$ cat src/hw/rv64_isa_pkg.sv
package rv64_isa_pkg;

  typedef logic [63:0] xlen_t;
  typedef logic [31:0] inst_t;
  typedef logic [4:0]  reg_addr_t;
  typedef logic [6:0]  opcode_t;
  typedef logic [2:0]  funct3_t;
  typedef logic [6:0]  funct7_t;
  typedef logic [2:0]  imm_fmt_t;

  // major opcodes in bits [6:0]
  localparam opcode_t OP_IMM    = 7'b0010011;
  localparam opcode_t OP_IMM_32 = 7'b0011011;
  localparam opcode_t LOAD      = 7'b0000011;
  localparam opcode_t STORE     = 7'b0100011;
  localparam opcode_t LUI       = 7'b0110111;
  localparam opcode_t AUIPC     = 7'b0010111;
  localparam opcode_t OP        = 7'b0110011;
  localparam opcode_t OP_32     = 7'b0111011;
  localparam opcode_t JAL       = 7'b1101111;
  localparam opcode_t JALR      = 7'b1100111;
  localparam opcode_t BRANCH    = 7'b1100011;

  localparam funct7_t F7_BASE = 7'b0000000;
  localparam funct7_t F7_ALT  = 7'b0100000;

  // integer ops
  localparam funct3_t F3_ADD_SUB = 3'b000;
  localparam funct3_t F3_SLL     = 3'b001;
  localparam funct3_t F3_SLT     = 3'b010;
  localparam funct3_t F3_SLTU    = 3'b011;
  localparam funct3_t F3_XOR     = 3'b100;
  localparam funct3_t F3_SRL_SRA = 3'b101;
  localparam funct3_t F3_OR      = 3'b110;
  localparam funct3_t F3_AND     = 3'b111;

  // conditional branches
  localparam funct3_t F3_BEQ  = 3'b000;
  localparam funct3_t F3_BNE  = 3'b001;
  localparam funct3_t F3_BLT  = 3'b100;
  localparam funct3_t F3_BGE  = 3'b101;
  localparam funct3_t F3_BLTU = 3'b110;
  localparam funct3_t F3_BGEU = 3'b111;

  localparam imm_fmt_t IMM_NONE = 3'd0;
  localparam imm_fmt_t IMM_I    = 3'd1;
  localparam imm_fmt_t IMM_U    = 3'd2;
  localparam imm_fmt_t IMM_J    = 3'd3;
  localparam imm_fmt_t IMM_B    = 3'd4;
  localparam imm_fmt_t IMM_S    = 3'd5;

endpackage

$ cat src/hw/exec_ctrl_pkg.sv
package exec_ctrl_pkg;

  typedef logic [7:0] alu_op_t;
  typedef logic [2:0] alu_sel_t;
  typedef logic [7:0] mem_mask_t;
  typedef logic [1:0] fwd_sel_t;
  typedef logic [1:0] redir_kind_t;

  localparam alu_op_t ALU_NONE = 8'd0;
  localparam alu_op_t ALU_OR   = 8'd1;
  localparam alu_op_t ALU_XOR  = 8'd2;
  localparam alu_op_t ALU_AND  = 8'd3;
  localparam alu_op_t ALU_SLL  = 8'd4;
  localparam alu_op_t ALU_SRL  = 8'd5;
  localparam alu_op_t ALU_ADD  = 8'd6;
  localparam alu_op_t ALU_SUB  = 8'd7;
  localparam alu_op_t ALU_SRA  = 8'd8;
  localparam alu_op_t ALU_SLT  = 8'd9;
  localparam alu_op_t ALU_SLTU = 8'd10;
  localparam alu_op_t ALU_SRLW = 8'd11;
  localparam alu_op_t ALU_SUBW = 8'd12;
  localparam alu_op_t ALU_ADDW = 8'd13;
  localparam alu_op_t ALU_SLLW = 8'd14;
  localparam alu_op_t ALU_SRAW = 8'd15;

  // result class seen by the execute stage
  localparam alu_sel_t SEL_NONE    = 3'd0;
  localparam alu_sel_t SEL_LOGIC   = 3'd1;
  localparam alu_sel_t SEL_SHIFT   = 3'd2;
  localparam alu_sel_t SEL_COMPARE = 3'd3;
  localparam alu_sel_t SEL_ARITH   = 3'd4;

  localparam mem_mask_t MASK_BYTE   = 8'h01;
  localparam mem_mask_t MASK_HALF   = 8'h03;
  localparam mem_mask_t MASK_WORD   = 8'h0f;
  localparam mem_mask_t MASK_DOUBLE = 8'hff;

  localparam fwd_sel_t FWD_REGFILE = 2'd0;
  localparam fwd_sel_t FWD_EX      = 2'd1;
  localparam fwd_sel_t FWD_WB      = 2'd2;
  localparam fwd_sel_t FWD_MEM     = 2'd3;

  localparam redir_kind_t REDIR_NONE   = 2'd0;
  localparam redir_kind_t REDIR_SEQ    = 2'd1;
  localparam redir_kind_t REDIR_JALR   = 2'd2;
  localparam redir_kind_t REDIR_TARGET = 2'd3;

endpackage

$ cat src/hw/inst_decoder.sv
`timescale 1ns/100ps

module inst_decoder
  import rv64_isa_pkg::*;
  import exec_ctrl_pkg::*;
(
  input  inst_t     inst_i,
  output reg_addr_t rs1_addr_o,
  output reg_addr_t rs2_addr_o,
  output reg_addr_t wb_addr_o,
  output logic      rs1_en_o,
  output logic      rs2_en_o,
  output logic      wb_en_o,
  output logic      rs1_is_pc_o,
  output logic      rs2_is_imm_o,
  output logic      link_o,
  output logic      is_jalr_o,
  output funct3_t   br_funct3_o,
  output logic      is_branch_o,
  output alu_op_t   alu_op_o,
  output alu_sel_t  alu_sel_o,
  output logic      mem_r_en_o,
  output logic      mem_w_en_o,
  output logic      mem_signed_o,
  output mem_mask_t mem_mask_o,
  output imm_fmt_t  imm_fmt_o
);
  opcode_t opcode;
  funct3_t funct3;
  funct7_t funct7;
  logic    load, i_cls, u_cls, r_cls, b_cls, s_cls, jal, jalr;
  logic    r_sub;

  assign opcode = inst_i[6:0];
  assign funct3 = inst_i[14:12];
  assign funct7 = inst_i[31:25];

  assign load  = (opcode == LOAD);
  assign i_cls = (opcode == OP_IMM) || (opcode == OP_IMM_32) || load;
  assign u_cls = (opcode == LUI) || (opcode == AUIPC);
  assign r_cls = (opcode == OP) || (opcode == OP_32);
  assign b_cls = (opcode == BRANCH);
  assign s_cls = (opcode == STORE);
  assign jal   = (opcode == JAL);
  assign jalr  = (opcode == JALR);
  // only register ops pick sub from funct7
  assign r_sub = r_cls && (funct7 == F7_ALT);

  assign wb_en_o  = i_cls || u_cls || r_cls || jal || jalr;
  assign rs1_en_o = i_cls || r_cls || b_cls || s_cls || jalr;
  assign rs2_en_o = r_cls || b_cls || s_cls;

  // unused fields read as x0
  assign wb_addr_o  = wb_en_o ? inst_i[11:7] : '0;
  assign rs1_addr_o = rs1_en_o ? inst_i[19:15] : '0;
  assign rs2_addr_o = rs2_en_o ? inst_i[24:20] : '0;

  assign rs1_is_pc_o  = jal || jalr || (opcode == AUIPC);
  assign rs2_is_imm_o = i_cls || u_cls || s_cls;
  assign link_o       = jal || jalr;
  assign is_jalr_o    = jalr;
  assign is_branch_o  = b_cls;
  assign br_funct3_o  = funct3;

  always_comb begin
    if (i_cls || jalr) imm_fmt_o = IMM_I;
    else if (u_cls) imm_fmt_o = IMM_U;
    else if (jal) imm_fmt_o = IMM_J;
    else if (b_cls) imm_fmt_o = IMM_B;
    else if (s_cls) imm_fmt_o = IMM_S;
    else imm_fmt_o = IMM_NONE;
  end

  always_comb begin
    alu_op_o = ALU_NONE;
    case (opcode)
      OP_IMM, OP: begin
        case (funct3)
          F3_ADD_SUB: alu_op_o = r_sub ? ALU_SUB : ALU_ADD;
          F3_SLL:     alu_op_o = ALU_SLL;
          F3_SLT:     alu_op_o = ALU_SLT;
          F3_SLTU:    alu_op_o = ALU_SLTU;
          F3_XOR:     alu_op_o = ALU_XOR;
          F3_SRL_SRA: alu_op_o = inst_i[30] ? ALU_SRA : ALU_SRL;
          F3_OR:      alu_op_o = ALU_OR;
          F3_AND:     alu_op_o = ALU_AND;
        endcase
      end
      OP_IMM_32, OP_32: begin
        case (funct3)
          F3_ADD_SUB: alu_op_o = r_sub ? ALU_SUBW : ALU_ADDW;
          F3_SLL:     alu_op_o = ALU_SLLW;
          F3_SRL_SRA: alu_op_o = inst_i[30] ? ALU_SRAW : ALU_SRLW;
          default:    alu_op_o = ALU_NONE;
        endcase
      end
      LUI:                           alu_op_o = ALU_OR;
      LOAD, STORE, AUIPC, JAL, JALR: alu_op_o = ALU_ADD;
      default:                       alu_op_o = ALU_NONE;
    endcase
    // M extension and other funct7 values are not decoded
    if (r_cls && (funct7 != F7_BASE) && (funct7 != F7_ALT)) alu_op_o = ALU_NONE;
  end

  always_comb begin
    case (alu_op_o)
      ALU_OR, ALU_XOR, ALU_AND:                          alu_sel_o = SEL_LOGIC;
      ALU_SLL, ALU_SRL, ALU_SRA, ALU_SLLW, ALU_SRLW, ALU_SRAW: alu_sel_o = SEL_SHIFT;
      ALU_SLT, ALU_SLTU:                                 alu_sel_o = SEL_COMPARE;
      ALU_ADD, ALU_SUB, ALU_ADDW, ALU_SUBW:              alu_sel_o = SEL_ARITH;
      default:                                           alu_sel_o = SEL_NONE;
    endcase
  end

  assign mem_r_en_o   = load;
  assign mem_w_en_o   = s_cls;
  // lbu, lhu and lwu have funct3[2] set
  assign mem_signed_o = !(load && funct3[2]);

  always_comb begin
    mem_mask_o = '0;
    if (load || s_cls) begin
      case (funct3[1:0])
        2'b00: mem_mask_o = MASK_BYTE;
        2'b01: mem_mask_o = MASK_HALF;
        2'b10: mem_mask_o = MASK_WORD;
        2'b11: mem_mask_o = MASK_DOUBLE;
      endcase
    end
  end

endmodule

$ cat src/hw/imm_gen.sv
`timescale 1ns/100ps

module imm_gen
  import rv64_isa_pkg::*;
(
  input  inst_t    inst_i,
  input  imm_fmt_t imm_fmt_i,
  output xlen_t    imm_o,
  output xlen_t    b_imm_o,
  output xlen_t    i_imm_o
);
  xlen_t i_imm, u_imm, j_imm, b_imm, s_imm;

  assign i_imm = {{52{inst_i[31]}}, inst_i[31:20]};
  assign u_imm = {{32{inst_i[31]}}, inst_i[31:12], 12'b0};
  assign j_imm = {{44{inst_i[31]}}, inst_i[19:12], inst_i[20], inst_i[30:21], 1'b0};
  assign b_imm = {{52{inst_i[31]}}, inst_i[7], inst_i[30:25], inst_i[11:8], 1'b0};
  assign s_imm = {{52{inst_i[31]}}, inst_i[31:25], inst_i[11:7]};

  always_comb begin
    case (imm_fmt_i)
      IMM_I:   imm_o = i_imm;
      IMM_U:   imm_o = u_imm;
      IMM_J:   imm_o = j_imm;
      IMM_B:   imm_o = b_imm;
      IMM_S:   imm_o = s_imm;
      default: imm_o = '0;
    endcase
  end

  // raw copies for the branch unit
  assign i_imm_o = i_imm;
  assign b_imm_o = b_imm;

endmodule

$ cat src/hw/operand_forward.sv
`timescale 1ns/100ps

module operand_forward
  import rv64_isa_pkg::*;
  import exec_ctrl_pkg::*;
(
  input  xlen_t    regfile_data_i,
  input  xlen_t    ex_data_i,
  input  xlen_t    mem_data_i,
  input  xlen_t    wb_data_i,
  input  xlen_t    load_data_i,
  input  fwd_sel_t fwd_sel_i,
  input  logic     load_fwd_i,
  output xlen_t    operand_o
);

  // load data has priority over the select
  always_comb begin
    if (load_fwd_i) begin
      operand_o = load_data_i;
    end else begin
      case (fwd_sel_i)
        FWD_MEM:     operand_o = mem_data_i;
        FWD_EX:      operand_o = ex_data_i;
        FWD_WB:      operand_o = wb_data_i;
        FWD_REGFILE: operand_o = regfile_data_i;
      endcase
    end
  end

endmodule

$ cat src/hw/branch_resolve.sv
`timescale 1ns/100ps

module branch_resolve
  import rv64_isa_pkg::*;
  import exec_ctrl_pkg::*;
(
  input  xlen_t   pc_i,
  input  xlen_t   rs1_val_i,
  input  xlen_t   rs2_val_i,
  input  xlen_t   i_imm_i,
  input  xlen_t   b_imm_i,
  input  funct3_t br_funct3_i,
  input  logic    is_branch_i,
  input  logic    is_jalr_i,
  input  logic    predict_taken_i,
  output logic    redirect_o,
  output xlen_t   redirect_pc_o
);
  logic        taken;
  redir_kind_t kind;

  always_comb begin
    taken = 1'b0;
    if (is_branch_i) begin
      case (br_funct3_i)
        F3_BEQ:  taken = (rs1_val_i == rs2_val_i);
        F3_BNE:  taken = (rs1_val_i != rs2_val_i);
        F3_BLT:  taken = ($signed(rs1_val_i) < $signed(rs2_val_i));
        F3_BGE:  taken = ($signed(rs1_val_i) >= $signed(rs2_val_i));
        F3_BLTU: taken = (rs1_val_i < rs2_val_i);
        F3_BGEU: taken = (rs1_val_i >= rs2_val_i);
        default: taken = 1'b0;
      endcase
    end
  end

  // non-branches resolve as not taken, so a taken prediction on them falls through
  always_comb begin
    if (is_jalr_i) kind = REDIR_JALR;
    else if (predict_taken_i && !taken) kind = REDIR_SEQ;
    else if (!predict_taken_i && taken) kind = REDIR_TARGET;
    else kind = REDIR_NONE;
  end

  assign redirect_o = (kind != REDIR_NONE);

  always_comb begin
    case (kind)
      REDIR_SEQ:    redirect_pc_o = pc_i + 64'd4;
      REDIR_JALR:   redirect_pc_o = (rs1_val_i + i_imm_i) & ~64'd1;
      REDIR_TARGET: redirect_pc_o = pc_i + b_imm_i;
      REDIR_NONE:   redirect_pc_o = '0;
    endcase
  end

endmodule

$ cat src/hw/ex_operand_latch.sv
`timescale 1ns/100ps

module ex_operand_latch
  import rv64_isa_pkg::*;
  import exec_ctrl_pkg::*;
(
  input  logic      clk_i,
  input  logic      reset_i,
  input  xlen_t     pc_i,
  input  xlen_t     rs1_val_i,
  input  xlen_t     rs2_val_i,
  input  xlen_t     imm_i,
  input  logic      rs1_en_i,
  input  logic      rs2_en_i,
  input  logic      rs1_is_pc_i,
  input  logic      rs2_is_imm_i,
  input  logic      link_i,
  input  alu_op_t   alu_op_i,
  input  alu_sel_t  alu_sel_i,
  input  reg_addr_t wb_addr_i,
  input  logic      wb_en_i,
  input  logic      mem_r_en_i,
  input  logic      mem_w_en_i,
  input  mem_mask_t mem_mask_i,
  input  logic      mem_signed_i,
  output alu_op_t   ex_alu_op_o,
  output alu_sel_t  ex_alu_sel_o,
  output xlen_t     ex_rs1_data_o,
  output xlen_t     ex_rs2_data_o,
  output xlen_t     ex_pc_o,
  output reg_addr_t ex_wb_addr_o,
  output logic      ex_wb_en_o,
  output logic      ex_mem_r_en_o,
  output logic      ex_mem_w_en_o,
  output mem_mask_t ex_mem_mask_o,
  output logic      ex_mem_signed_o,
  output xlen_t     ex_store_data_o
);
  xlen_t op1, op2, store_data;

  // jalr reads rs1 for its target but links pc+4
  always_comb begin
    if (rs1_en_i && !link_i) op1 = rs1_val_i;
    else if (rs1_is_pc_i) op1 = pc_i;
    else op1 = '0;
  end

  always_comb begin
    if (rs2_is_imm_i) op2 = imm_i;
    else if (rs2_en_i) op2 = rs2_val_i;
    else if (link_i) op2 = 64'd4;
    else op2 = '0;
  end

  always_comb begin
    store_data = '0;
    if (mem_w_en_i) begin
      case (mem_mask_i)
        MASK_BYTE:   store_data = {56'b0, rs2_val_i[7:0]};
        MASK_HALF:   store_data = {48'b0, rs2_val_i[15:0]};
        MASK_WORD:   store_data = {32'b0, rs2_val_i[31:0]};
        MASK_DOUBLE: store_data = rs2_val_i;
        default:     store_data = '0;
      endcase
    end
  end

  always_ff @(posedge clk_i) begin
    if (reset_i) begin
      ex_alu_op_o     <= ALU_NONE;
      ex_alu_sel_o    <= SEL_NONE;
      ex_rs1_data_o   <= '0;
      ex_rs2_data_o   <= '0;
      ex_pc_o         <= '0;
      ex_wb_addr_o    <= '0;
      ex_wb_en_o      <= 1'b0;
      ex_mem_r_en_o   <= 1'b0;
      ex_mem_w_en_o   <= 1'b0;
      ex_mem_mask_o   <= '0;
      ex_mem_signed_o <= 1'b0;
      ex_store_data_o <= '0;
    end else begin
      ex_alu_op_o     <= alu_op_i;
      ex_alu_sel_o    <= alu_sel_i;
      ex_rs1_data_o   <= op1;
      ex_rs2_data_o   <= op2;
      ex_pc_o         <= pc_i;
      ex_wb_addr_o    <= wb_addr_i;
      ex_wb_en_o      <= wb_en_i;
      ex_mem_r_en_o   <= mem_r_en_i;
      ex_mem_w_en_o   <= mem_w_en_i;
      ex_mem_mask_o   <= mem_mask_i;
      ex_mem_signed_o <= mem_signed_i;
      ex_store_data_o <= store_data;
    end
  end

endmodule

$ cat src/hw/decode_stage.sv
`timescale 1ns/100ps

module decode_stage
  import rv64_isa_pkg::*;
  import exec_ctrl_pkg::*;
(
  input  logic      clk_i,
  input  logic      reset_i,
  input  xlen_t     pc_i,
  input  inst_t     inst_i,
  input  logic      predict_taken_i,
  input  xlen_t     rs1_data_i,
  input  xlen_t     rs2_data_i,
  input  xlen_t     ex_data_i,
  input  xlen_t     mem_data_i,
  input  xlen_t     wb_data_i,
  input  xlen_t     load_data_i,
  input  fwd_sel_t  rs1_fwd_sel_i,
  input  fwd_sel_t  rs2_fwd_sel_i,
  input  logic      rs1_load_fwd_i,
  input  logic      rs2_load_fwd_i,
  output reg_addr_t rs1_addr_o,
  output reg_addr_t rs2_addr_o,
  output logic      rs1_r_en_o,
  output logic      rs2_r_en_o,
  output logic      redirect_o,
  output xlen_t     redirect_pc_o,
  output alu_op_t   ex_alu_op_o,
  output alu_sel_t  ex_alu_sel_o,
  output xlen_t     ex_rs1_data_o,
  output xlen_t     ex_rs2_data_o,
  output xlen_t     ex_pc_o,
  output reg_addr_t ex_wb_addr_o,
  output logic      ex_wb_en_o,
  output logic      ex_mem_r_en_o,
  output logic      ex_mem_w_en_o,
  output mem_mask_t ex_mem_mask_o,
  output logic      ex_mem_signed_o,
  output xlen_t     ex_store_data_o
);
  reg_addr_t wb_addr;
  funct3_t   br_funct3;
  alu_op_t   alu_op;
  alu_sel_t  alu_sel;
  mem_mask_t mem_mask;
  imm_fmt_t  imm_fmt;
  xlen_t     imm, i_imm, b_imm, rs1_val, rs2_val;
  logic      wb_en, rs1_is_pc, rs2_is_imm, link, is_jalr, is_branch;
  logic      mem_r_en, mem_w_en, mem_signed;

  inst_decoder i_inst_decoder (
    .inst_i,
    .rs1_addr_o,      .rs2_addr_o,         .wb_addr_o   (wb_addr),
    .rs1_en_o    (rs1_r_en_o), .rs2_en_o   (rs2_r_en_o), .wb_en_o (wb_en),
    .rs1_is_pc_o (rs1_is_pc),  .rs2_is_imm_o (rs2_is_imm), .link_o (link),
    .is_jalr_o   (is_jalr),    .br_funct3_o (br_funct3),  .is_branch_o (is_branch),
    .alu_op_o    (alu_op),     .alu_sel_o   (alu_sel),
    .mem_r_en_o  (mem_r_en),   .mem_w_en_o  (mem_w_en),   .mem_signed_o (mem_signed),
    .mem_mask_o  (mem_mask),   .imm_fmt_o   (imm_fmt)
  );

  imm_gen i_imm_gen (
    .inst_i,
    .imm_fmt_i (imm_fmt),
    .imm_o     (imm),
    .b_imm_o   (b_imm),
    .i_imm_o   (i_imm)
  );

  operand_forward i_rs1_forward (
    .regfile_data_i (rs1_data_i),
    .ex_data_i, .mem_data_i, .wb_data_i, .load_data_i,
    .fwd_sel_i      (rs1_fwd_sel_i),
    .load_fwd_i     (rs1_load_fwd_i),
    .operand_o      (rs1_val)
  );

  operand_forward i_rs2_forward (
    .regfile_data_i (rs2_data_i),
    .ex_data_i, .mem_data_i, .wb_data_i, .load_data_i,
    .fwd_sel_i      (rs2_fwd_sel_i),
    .load_fwd_i     (rs2_load_fwd_i),
    .operand_o      (rs2_val)
  );

  branch_resolve i_branch_resolve (
    .pc_i,
    .rs1_val_i   (rs1_val),   .rs2_val_i   (rs2_val),
    .i_imm_i     (i_imm),     .b_imm_i     (b_imm),
    .br_funct3_i (br_funct3), .is_branch_i (is_branch), .is_jalr_i (is_jalr),
    .predict_taken_i,
    .redirect_o,
    .redirect_pc_o
  );

  ex_operand_latch i_ex_operand_latch (
    .clk_i, .reset_i, .pc_i,
    .rs1_val_i    (rs1_val),    .rs2_val_i    (rs2_val),    .imm_i  (imm),
    .rs1_en_i     (rs1_r_en_o), .rs2_en_i     (rs2_r_en_o),
    .rs1_is_pc_i  (rs1_is_pc),  .rs2_is_imm_i (rs2_is_imm), .link_i (link),
    .alu_op_i     (alu_op),     .alu_sel_i    (alu_sel),
    .wb_addr_i    (wb_addr),    .wb_en_i      (wb_en),
    .mem_r_en_i   (mem_r_en),   .mem_w_en_i   (mem_w_en),
    .mem_mask_i   (mem_mask),   .mem_signed_i (mem_signed),
    .ex_alu_op_o, .ex_alu_sel_o, .ex_rs1_data_o, .ex_rs2_data_o, .ex_pc_o,
    .ex_wb_addr_o, .ex_wb_en_o, .ex_mem_r_en_o, .ex_mem_w_en_o,
    .ex_mem_mask_o, .ex_mem_signed_o, .ex_store_data_o
  );

endmodule

$ cat config.mk
export PLATFORM = sky130hd
export DESIGN_NAME = decode_stage
export DESIGN_NICKNAME = d
export VERILOG_FILES = /design/src/hw/rv64_isa_pkg.sv /design/src/hw/exec_ctrl_pkg.sv /design/src/hw/inst_decoder.sv /design/src/hw/imm_gen.sv /design/src/hw/operand_forward.sv /design/src/hw/branch_resolve.sv /design/src/hw/ex_operand_latch.sv /design/src/hw/decode_stage.sv
export SDC_FILE = /design/constraint.sdc
export NUM_CORES = 1
export LEC_CHECK = 0
export BUFFER_PORTS_ARGS = -buffer_cell sky130_fd_sc_hd__buf_2
export CAP_MARGIN = 30
export CORE_AREA = 2 2 327 329
export CTS_CLUSTER_DIAMETER = 80
export DETAILED_ROUTE_END_ITERATION = 8
export DIE_AREA = 0 0 329 331
export HOLD_SLACK_MARGIN = 0.08
export PLACE_DENSITY_LB_ADDON = 0.12
export SLEW_MARGIN = 20
export SYNTH_ARGS = -nofsm -noshare
export SYNTH_HDL_FRONTEND = slang
export SYNTH_SLANG_ARGS = --single-unit
export TNS_END_PERCENT = 10
$ cat constraint.sdc
create_clock -name clk_i -period 12.75 [get_ports clk_i]
set_clock_uncertainty 0.1 [all_clocks]
set_input_delay 1.275 -clock clk_i [delete_from_list [all_inputs] [get_ports clk_i]]
set_output_delay 1.275 -clock clk_i [all_outputs]
set_load 0.03 [all_outputs]
==> After elaboration in Yosys (flattened, before gate mapping) <==
Memory sizes are Yosys's and may differ from the RTL's. A register that Yosys moved wholly into a read port is not among the register bits.
Index checks and enable logic that the tools add are counted.
{ "op_classes": {"n_addsub": 3, "n_lt_le_gt_ge": 4, "eq_ne": 43, "mux": 34, "bitwise": 3, "n_reduce_logical": 44} }
{ "ops": {"columns": ["op", "count"], "rows": [
  ["$pmux W64 S4", 4],
  ["$mux W64", 6],
  ["$pmux W64 S5", 1],
  ["$add A64 B64 Y64", 2],
  ["$ge A64 B64 Y1", 2],
  ["$lt A64 B64 Y1", 2],
  ["$add A64 B3 Y64 const B", 1],
  ["$eq A64 B64 Y1", 1],
  ["$ne A64 B64 Y1", 1],
  ["$pmux W8 S4", 2],
  ["$pmux W8 S8", 1],
  ["$eq A7 B6 Y1 const B", 5],
  ["$pmux W8 S3", 1],
  ["$eq A7 B5 Y1 const B", 3],
  ["$eq A7 B7 Y1 const B", 3],
  ["$mux W3", 7],
  ["$logic_or A1 B1 Y1", 19],
  ["$eq A3 B3 Y1 const B", 6],
  ["$eq A2 B2 Y1 const B", 8],
  ["$mux W8", 2],
  ["$eq A3 B2 Y1 const B", 4],
  ["$mux W5", 2],
  ["$reduce_or A2 Y1", 5],
  ["$eq A2 B1 Y1 const B", 4],
  ["other kinds (20)", 39]
]} }
{ "totals": {"reg_bits": 281, "mem_bits_ro": 48, "in_bits": 489, "out_inout_bits": 361, "wordCells": 143, "n_memories": 1} }
{ "memory_table": {"columns": ["memory", "words", "word_bits", "rd", "rd_ports_with_merged_regs", "write_ports", "line_no", "rtl"], "rows": [
  ["(name not given)", 16, 3, 1, 1, 0, "inst_decoder.sv:106", "case (alu_op_o)"]
]} }

==> Depth between registers and ports, before layout <==
{ "depth": {"depth_word": 12, "mapped_depth": 25, "depth_no_buf": 21} }

==> Cells and area by module <==
Synthesis repeated with hierarchy kept, for this count alone.
{ "hier_totals": {"cells_unflattened": 3768, "area_unflattened_um2": 28738.8} }
{ "modules_own_cells": {"columns": ["mod", "instances", "cells_each", "area_per_inst_um2", "seq_area_each_um2"], "rows": [
  ["branch_resolve", 1, 1800, 11728.7, 0.0],
  ["ex_operand_latch", 1, 879, 8908.5, 5685.5],
  ["operand_forward", 2, 364, 2681.3, 0.0],
  ["imm_gen", 1, 228, 1845.5, 0.0],
  ["inst_decoder", 1, 133, 893.4, 0.0]
]} }

==> Least setup slack after synthesis <==
OpenSTA, ideal clock, no wires.
{ "synth_path": {"path_type": "input -> output", "startpoint": "input rs2_fwd_sel_i[1]", "endpoint": "output redirect_pc_o[42]", "arrival_time_ns": 7.103, "required_ns": 11.375, "slack_ns": 4.272, "stages": 22, "n_path_buf": 5, "path_cell_list": "clkbuf_1 clkbuf_1 clkbuf_1 mux4_2 mux2i_1 ha_1 a21o_1 a21o_1 a2111oi_0 o32a_1 a31oi_1 nor4_1 mux2i_1 o221ai_1 a21oi_1 ha_1 or2_2 clkbuf_1 nor2_1 clkbuf_1 a22oi_1 o21ai_0"} }
{ "synth_between": {"elab_chain_len": 12, "elab_cells_between_ends": 25, "cone_classes": "order compare (4); eq/ne (8); mux (8); reduce/logical (5)"} }
{ "synth_rtl": {"columns": ["element", "line_no", "rtl"], "rows": [
  ["start, declared", "decode_stage.sv:19", "input fwd_sel_t rs2_fwd_sel_i,"],
  ["$eq A2 B2 Y1 (tied with other cells)", "operand_forward.sv:22", "case (fwd_sel_i)"],
  ["$pmux W64 S4 (*)", "operand_forward.sv:22", null],
  ["$mux W64 (*)", "operand_forward.sv:19", "if (load_fwd_i) begin"],
  ["$ge A64 B64 Y1 (tied with other cells)", "branch_resolve.sv:31", "F3_BGEU: taken = (rs1_val_i >= rs2_val_i);"],
  ["$pmux W1 S6 (*)", "branch_resolve.sv:25", "case (br_funct3_i)"],
  ["$mux W1 (*)", "branch_resolve.sv:24", "if (is_branch_i) begin"],
  ["$logic_and A1 B1 Y1 / $logic_not A1 Y1 (equally long branches)", "branch_resolve.sv:41, branch_resolve.sv:40", null],
  ["$mux W2 / $logic_and A1 B1 Y1 (equally long branches)", "branch_resolve.sv:41, branch_resolve.sv:40", null],
  ["$mux W2 (*)", "branch_resolve.sv:40", "else if (predict_taken_i && !taken) kind = REDIR_SEQ;"],
  ["$mux W2 (*)", "branch_resolve.sv:39", "if (is_jalr_i) kind = REDIR_JALR;"],
  ["$eq A2 B2 Y1 (tied with other cells)", "branch_resolve.sv:48", "case (kind)"],
  ["$pmux W64 S4 (*)", "branch_resolve.sv:48", null],
  ["end, declared", "decode_stage.sv:27", "output xlen_t redirect_pc_o,"]
]} }
Every way passes the cells marked *; elsewhere a longest branch is shown, timed or not.

==> Worst setup path in the final report <==
{ "layout_path": {"startpoint": "input rs2_fwd_sel_i[1]", "endpoint": "output redirect_pc_o[7]"} }
The elaborated chain is that of the path after synthesis.

==> flow_summary.toml <==
[power]
vdd_drop_max_mv = 0.0849
p_leak_uw = 0.0140
total_power_uw = 3300
cellPowerDensity_mw_per_mm2 = 106

[placement]
hpwl_um = 128000
pre_cts_slack_ns = 2.25
dpl_cell_area_mm2 = 0.0298
routabilityCongestion = 0.951
portBuffers = 845

[synthesis]
synth_cell_types = 87
synthArstFlopShare = 0
synth.area.top_cells = "dfxtp_1, mux4_2, ha_1, a21oi_1, nor2_1"
synth-seq-cells = 276
synth_top_area_frac = 0.228
avgSynthCellArea_um2 = 8.68
syn_inst = 2791
synth_largest_area_cell = "dfxtp_1"
yosysWarnings = 0
synth_edf_count = 0
ys_seq_area_frac = 0.228
syn_area_mm2 = 0.0242
synth_ff_type = "dfxtp_1"

[floorplanning]
core_mm2 = 0.105
rows = 119
dieHeight_um = 331
initial_core_util = 0.231
ios = 850
die_x_um = 329
die_area_mm2 = 0.109

[routing]
wl_um = 156000
drc = 0
num_vias = 26998
first_pass_iters = 6
first_iter_violations = 2363
ant_nets = 0
wire_per_inst_um = 31.4
via_per_inst = 5.43

[worst_setup_path]
worstPathArrival_ns = 8.95
crit_type = "in -> out"
cp-end-kind = "primary output"
worstPathMaxFanout = 35
critPathLaunchType = "primary input"
required_ns = 11.38

[cts]
cts.hold.buffers_added = 0
clock-sinks = 276
cts_htree_levels = 2
cts_buffers = 43
cts_setup_buffers = 0
clock_path_buffers = 3
cts.clk_slew.worst_paths_ns = 0.06
cts_resized = 0
root_buffer = "clkbuf_16"
cts_tree = "yes"

[timing]
finalCritPeriodShare = 0.809
slew_violations = 0
hold_violations = 0
rsz0062_at_grt = "false"
clock.fmax_mhz = 96.9
setup_viol = 0
worstMarginPinSlew_ns = 1.09
maxSlewHeadroom = 0.269
final.setup.tns_ns = 0
fin_ws_ns = 2.43
fin_crit_ns = 10.32

[global_routing]
antenna_found_initial = 68
grtUsageTotal = 0.274
grt_pass1_wl_um = 211000
grt_remaining_overflow = 0
grt_max_degree = 68
first_global_vias = 26372

[finish]
utilization = 0.297
stdcell_area_mm2 = 0.0312
drive_gt1_frac = 0.329
layout.nets = 4204
syn_to_final_growth_pct = 28.7

[run_status]
status = "finished clean"

[worst_hold_path]
holdCritPathClass = "in -> reg"

[job]
drv_cap = 0
final cells by class:
class	count	area, µm²
fillers	11458	73800
clock buffers	56	1160
well taps	1391	1740
inverters	53	200
multi-input cells	2271	17800
diodes	33	82.6
flip-flops and latches	276	5530
clock inverters	18	151
repair buffers	877	4510
cell families after synthesis:
family | count (synthesis) | synth area share
DFF | 276 | 0.228
AOI/OAI and AO/OA | 824 | 0.224
buffers and inverters | 247 | 0.0399
other | 1 | 0.000155
muxes | 265 | 0.179
adders and majority gates | 193 | 0.100
xor gates and xnor gates | 170 | 0.0615
and+or+nand+nor | 815 | 0.167
report_power, final:
group          total [µW]  switching (µW)  internal, µW
clock                1160             507           652
combinational        1250             801           454
sequential            885            4.43           880
cell usage in the layout, fill, tap and decap left out, types with 74 or more instances in the layout:
| cell | n |
|---|---|
| buf_2 | 837 |
| xor2_1 | 79 |
| xnor2_1 | 91 |
| a21oi_1 | 302 |
| ha_1 | 190 |
| nor2_1 | 239 |
| nand2_1 | 166 |
| nor2b_1 | 80 |
| mux2i_1 | 74 |
| mux4_2 | 128 |
| a21o_1 | 96 |
| dfxtp_1 | 276 |
| o21ai_0 | 107 |
stage by stage:
step	hold slack (ns)	cells
final	0.888	4975
after floorplan	1.28	2794
after detailed placement	1.51	4868
after global routing	0.871	4961
after global placement	1.52	4867
after CTS	0.844	4942
cell usage after synthesis, drive strengths merged (74+ instances only):
cell / count
mux4: 128
o21ai: 116
ha: 191
nand2: 166
a21oi: 306
nor2: 242
mux2i: 74
clkbuf: 158
nor2b: 80
a21o: 97
xnor2: 91
xor2: 79
dfxtp: 276
critical path, stage by stage:
cell       delay, ns
buf_4           0.46
buf_4           0.61
mux4_2          0.40
mux2i_1         0.34
ha_1            0.33
a21o_1          0.18
a21o_1          0.17
a2111oi_0       0.40
o32a_1          0.29
a31oi_1         0.11
nor4_1          0.67
mux2i_1         0.26
o221ai_1        0.12
a21oi_1         0.40
ha_2            0.42
or2_2           0.30
buf_4           0.27
nor2_2          0.80
buf_4           0.45
a221oi_1        0.08
a21oi_1         0.21
buf_2           0.27
path summary, 6_finish.rpt:
check / end / depth (start not counted) / from / slack, ns
min: i_ex_operand_latch.ex_pc_o[18] / 3 / pc_i[18] / 0.89
max: redirect_pc_o[7] / 22 / rs2_fwd_sel_i[1] / 2.43
metal layers:
metal | share of wire | global-route usage | up-vias
li1 | - | - | 12012
met4 | 0.034 | 0.0950 | 20
met2 | 0.44 | 0.420 | 1264
met1 | 0.45 | 0.378 | 13481
met3 | 0.080 | 0.0603 | 221
met5 | 0.00072 | 0 | -
sequential cells by signal (all words and copies together) (netlist names):
signal	count
i_ex_operand_latch.ex_mem_w_en_o	1
i_ex_operand_latch.ex_mem_r_en_o	1
i_ex_operand_latch.ex_wb_en_o	1
i_ex_operand_latch.ex_rs2_data_o	64
i_ex_operand_latch.ex_wb_addr_o	5
i_ex_operand_latch.ex_pc_o	64
i_ex_operand_latch.ex_mem_signed_o	1
i_ex_operand_latch.ex_mem_mask_o	4
i_ex_operand_latch.ex_alu_op_o	4
i_ex_operand_latch.ex_store_data_o	64
i_ex_operand_latch.ex_alu_sel_o	3
i_ex_operand_latch.ex_rs1_data_o	64
Power figures use the tool's default switching activity.
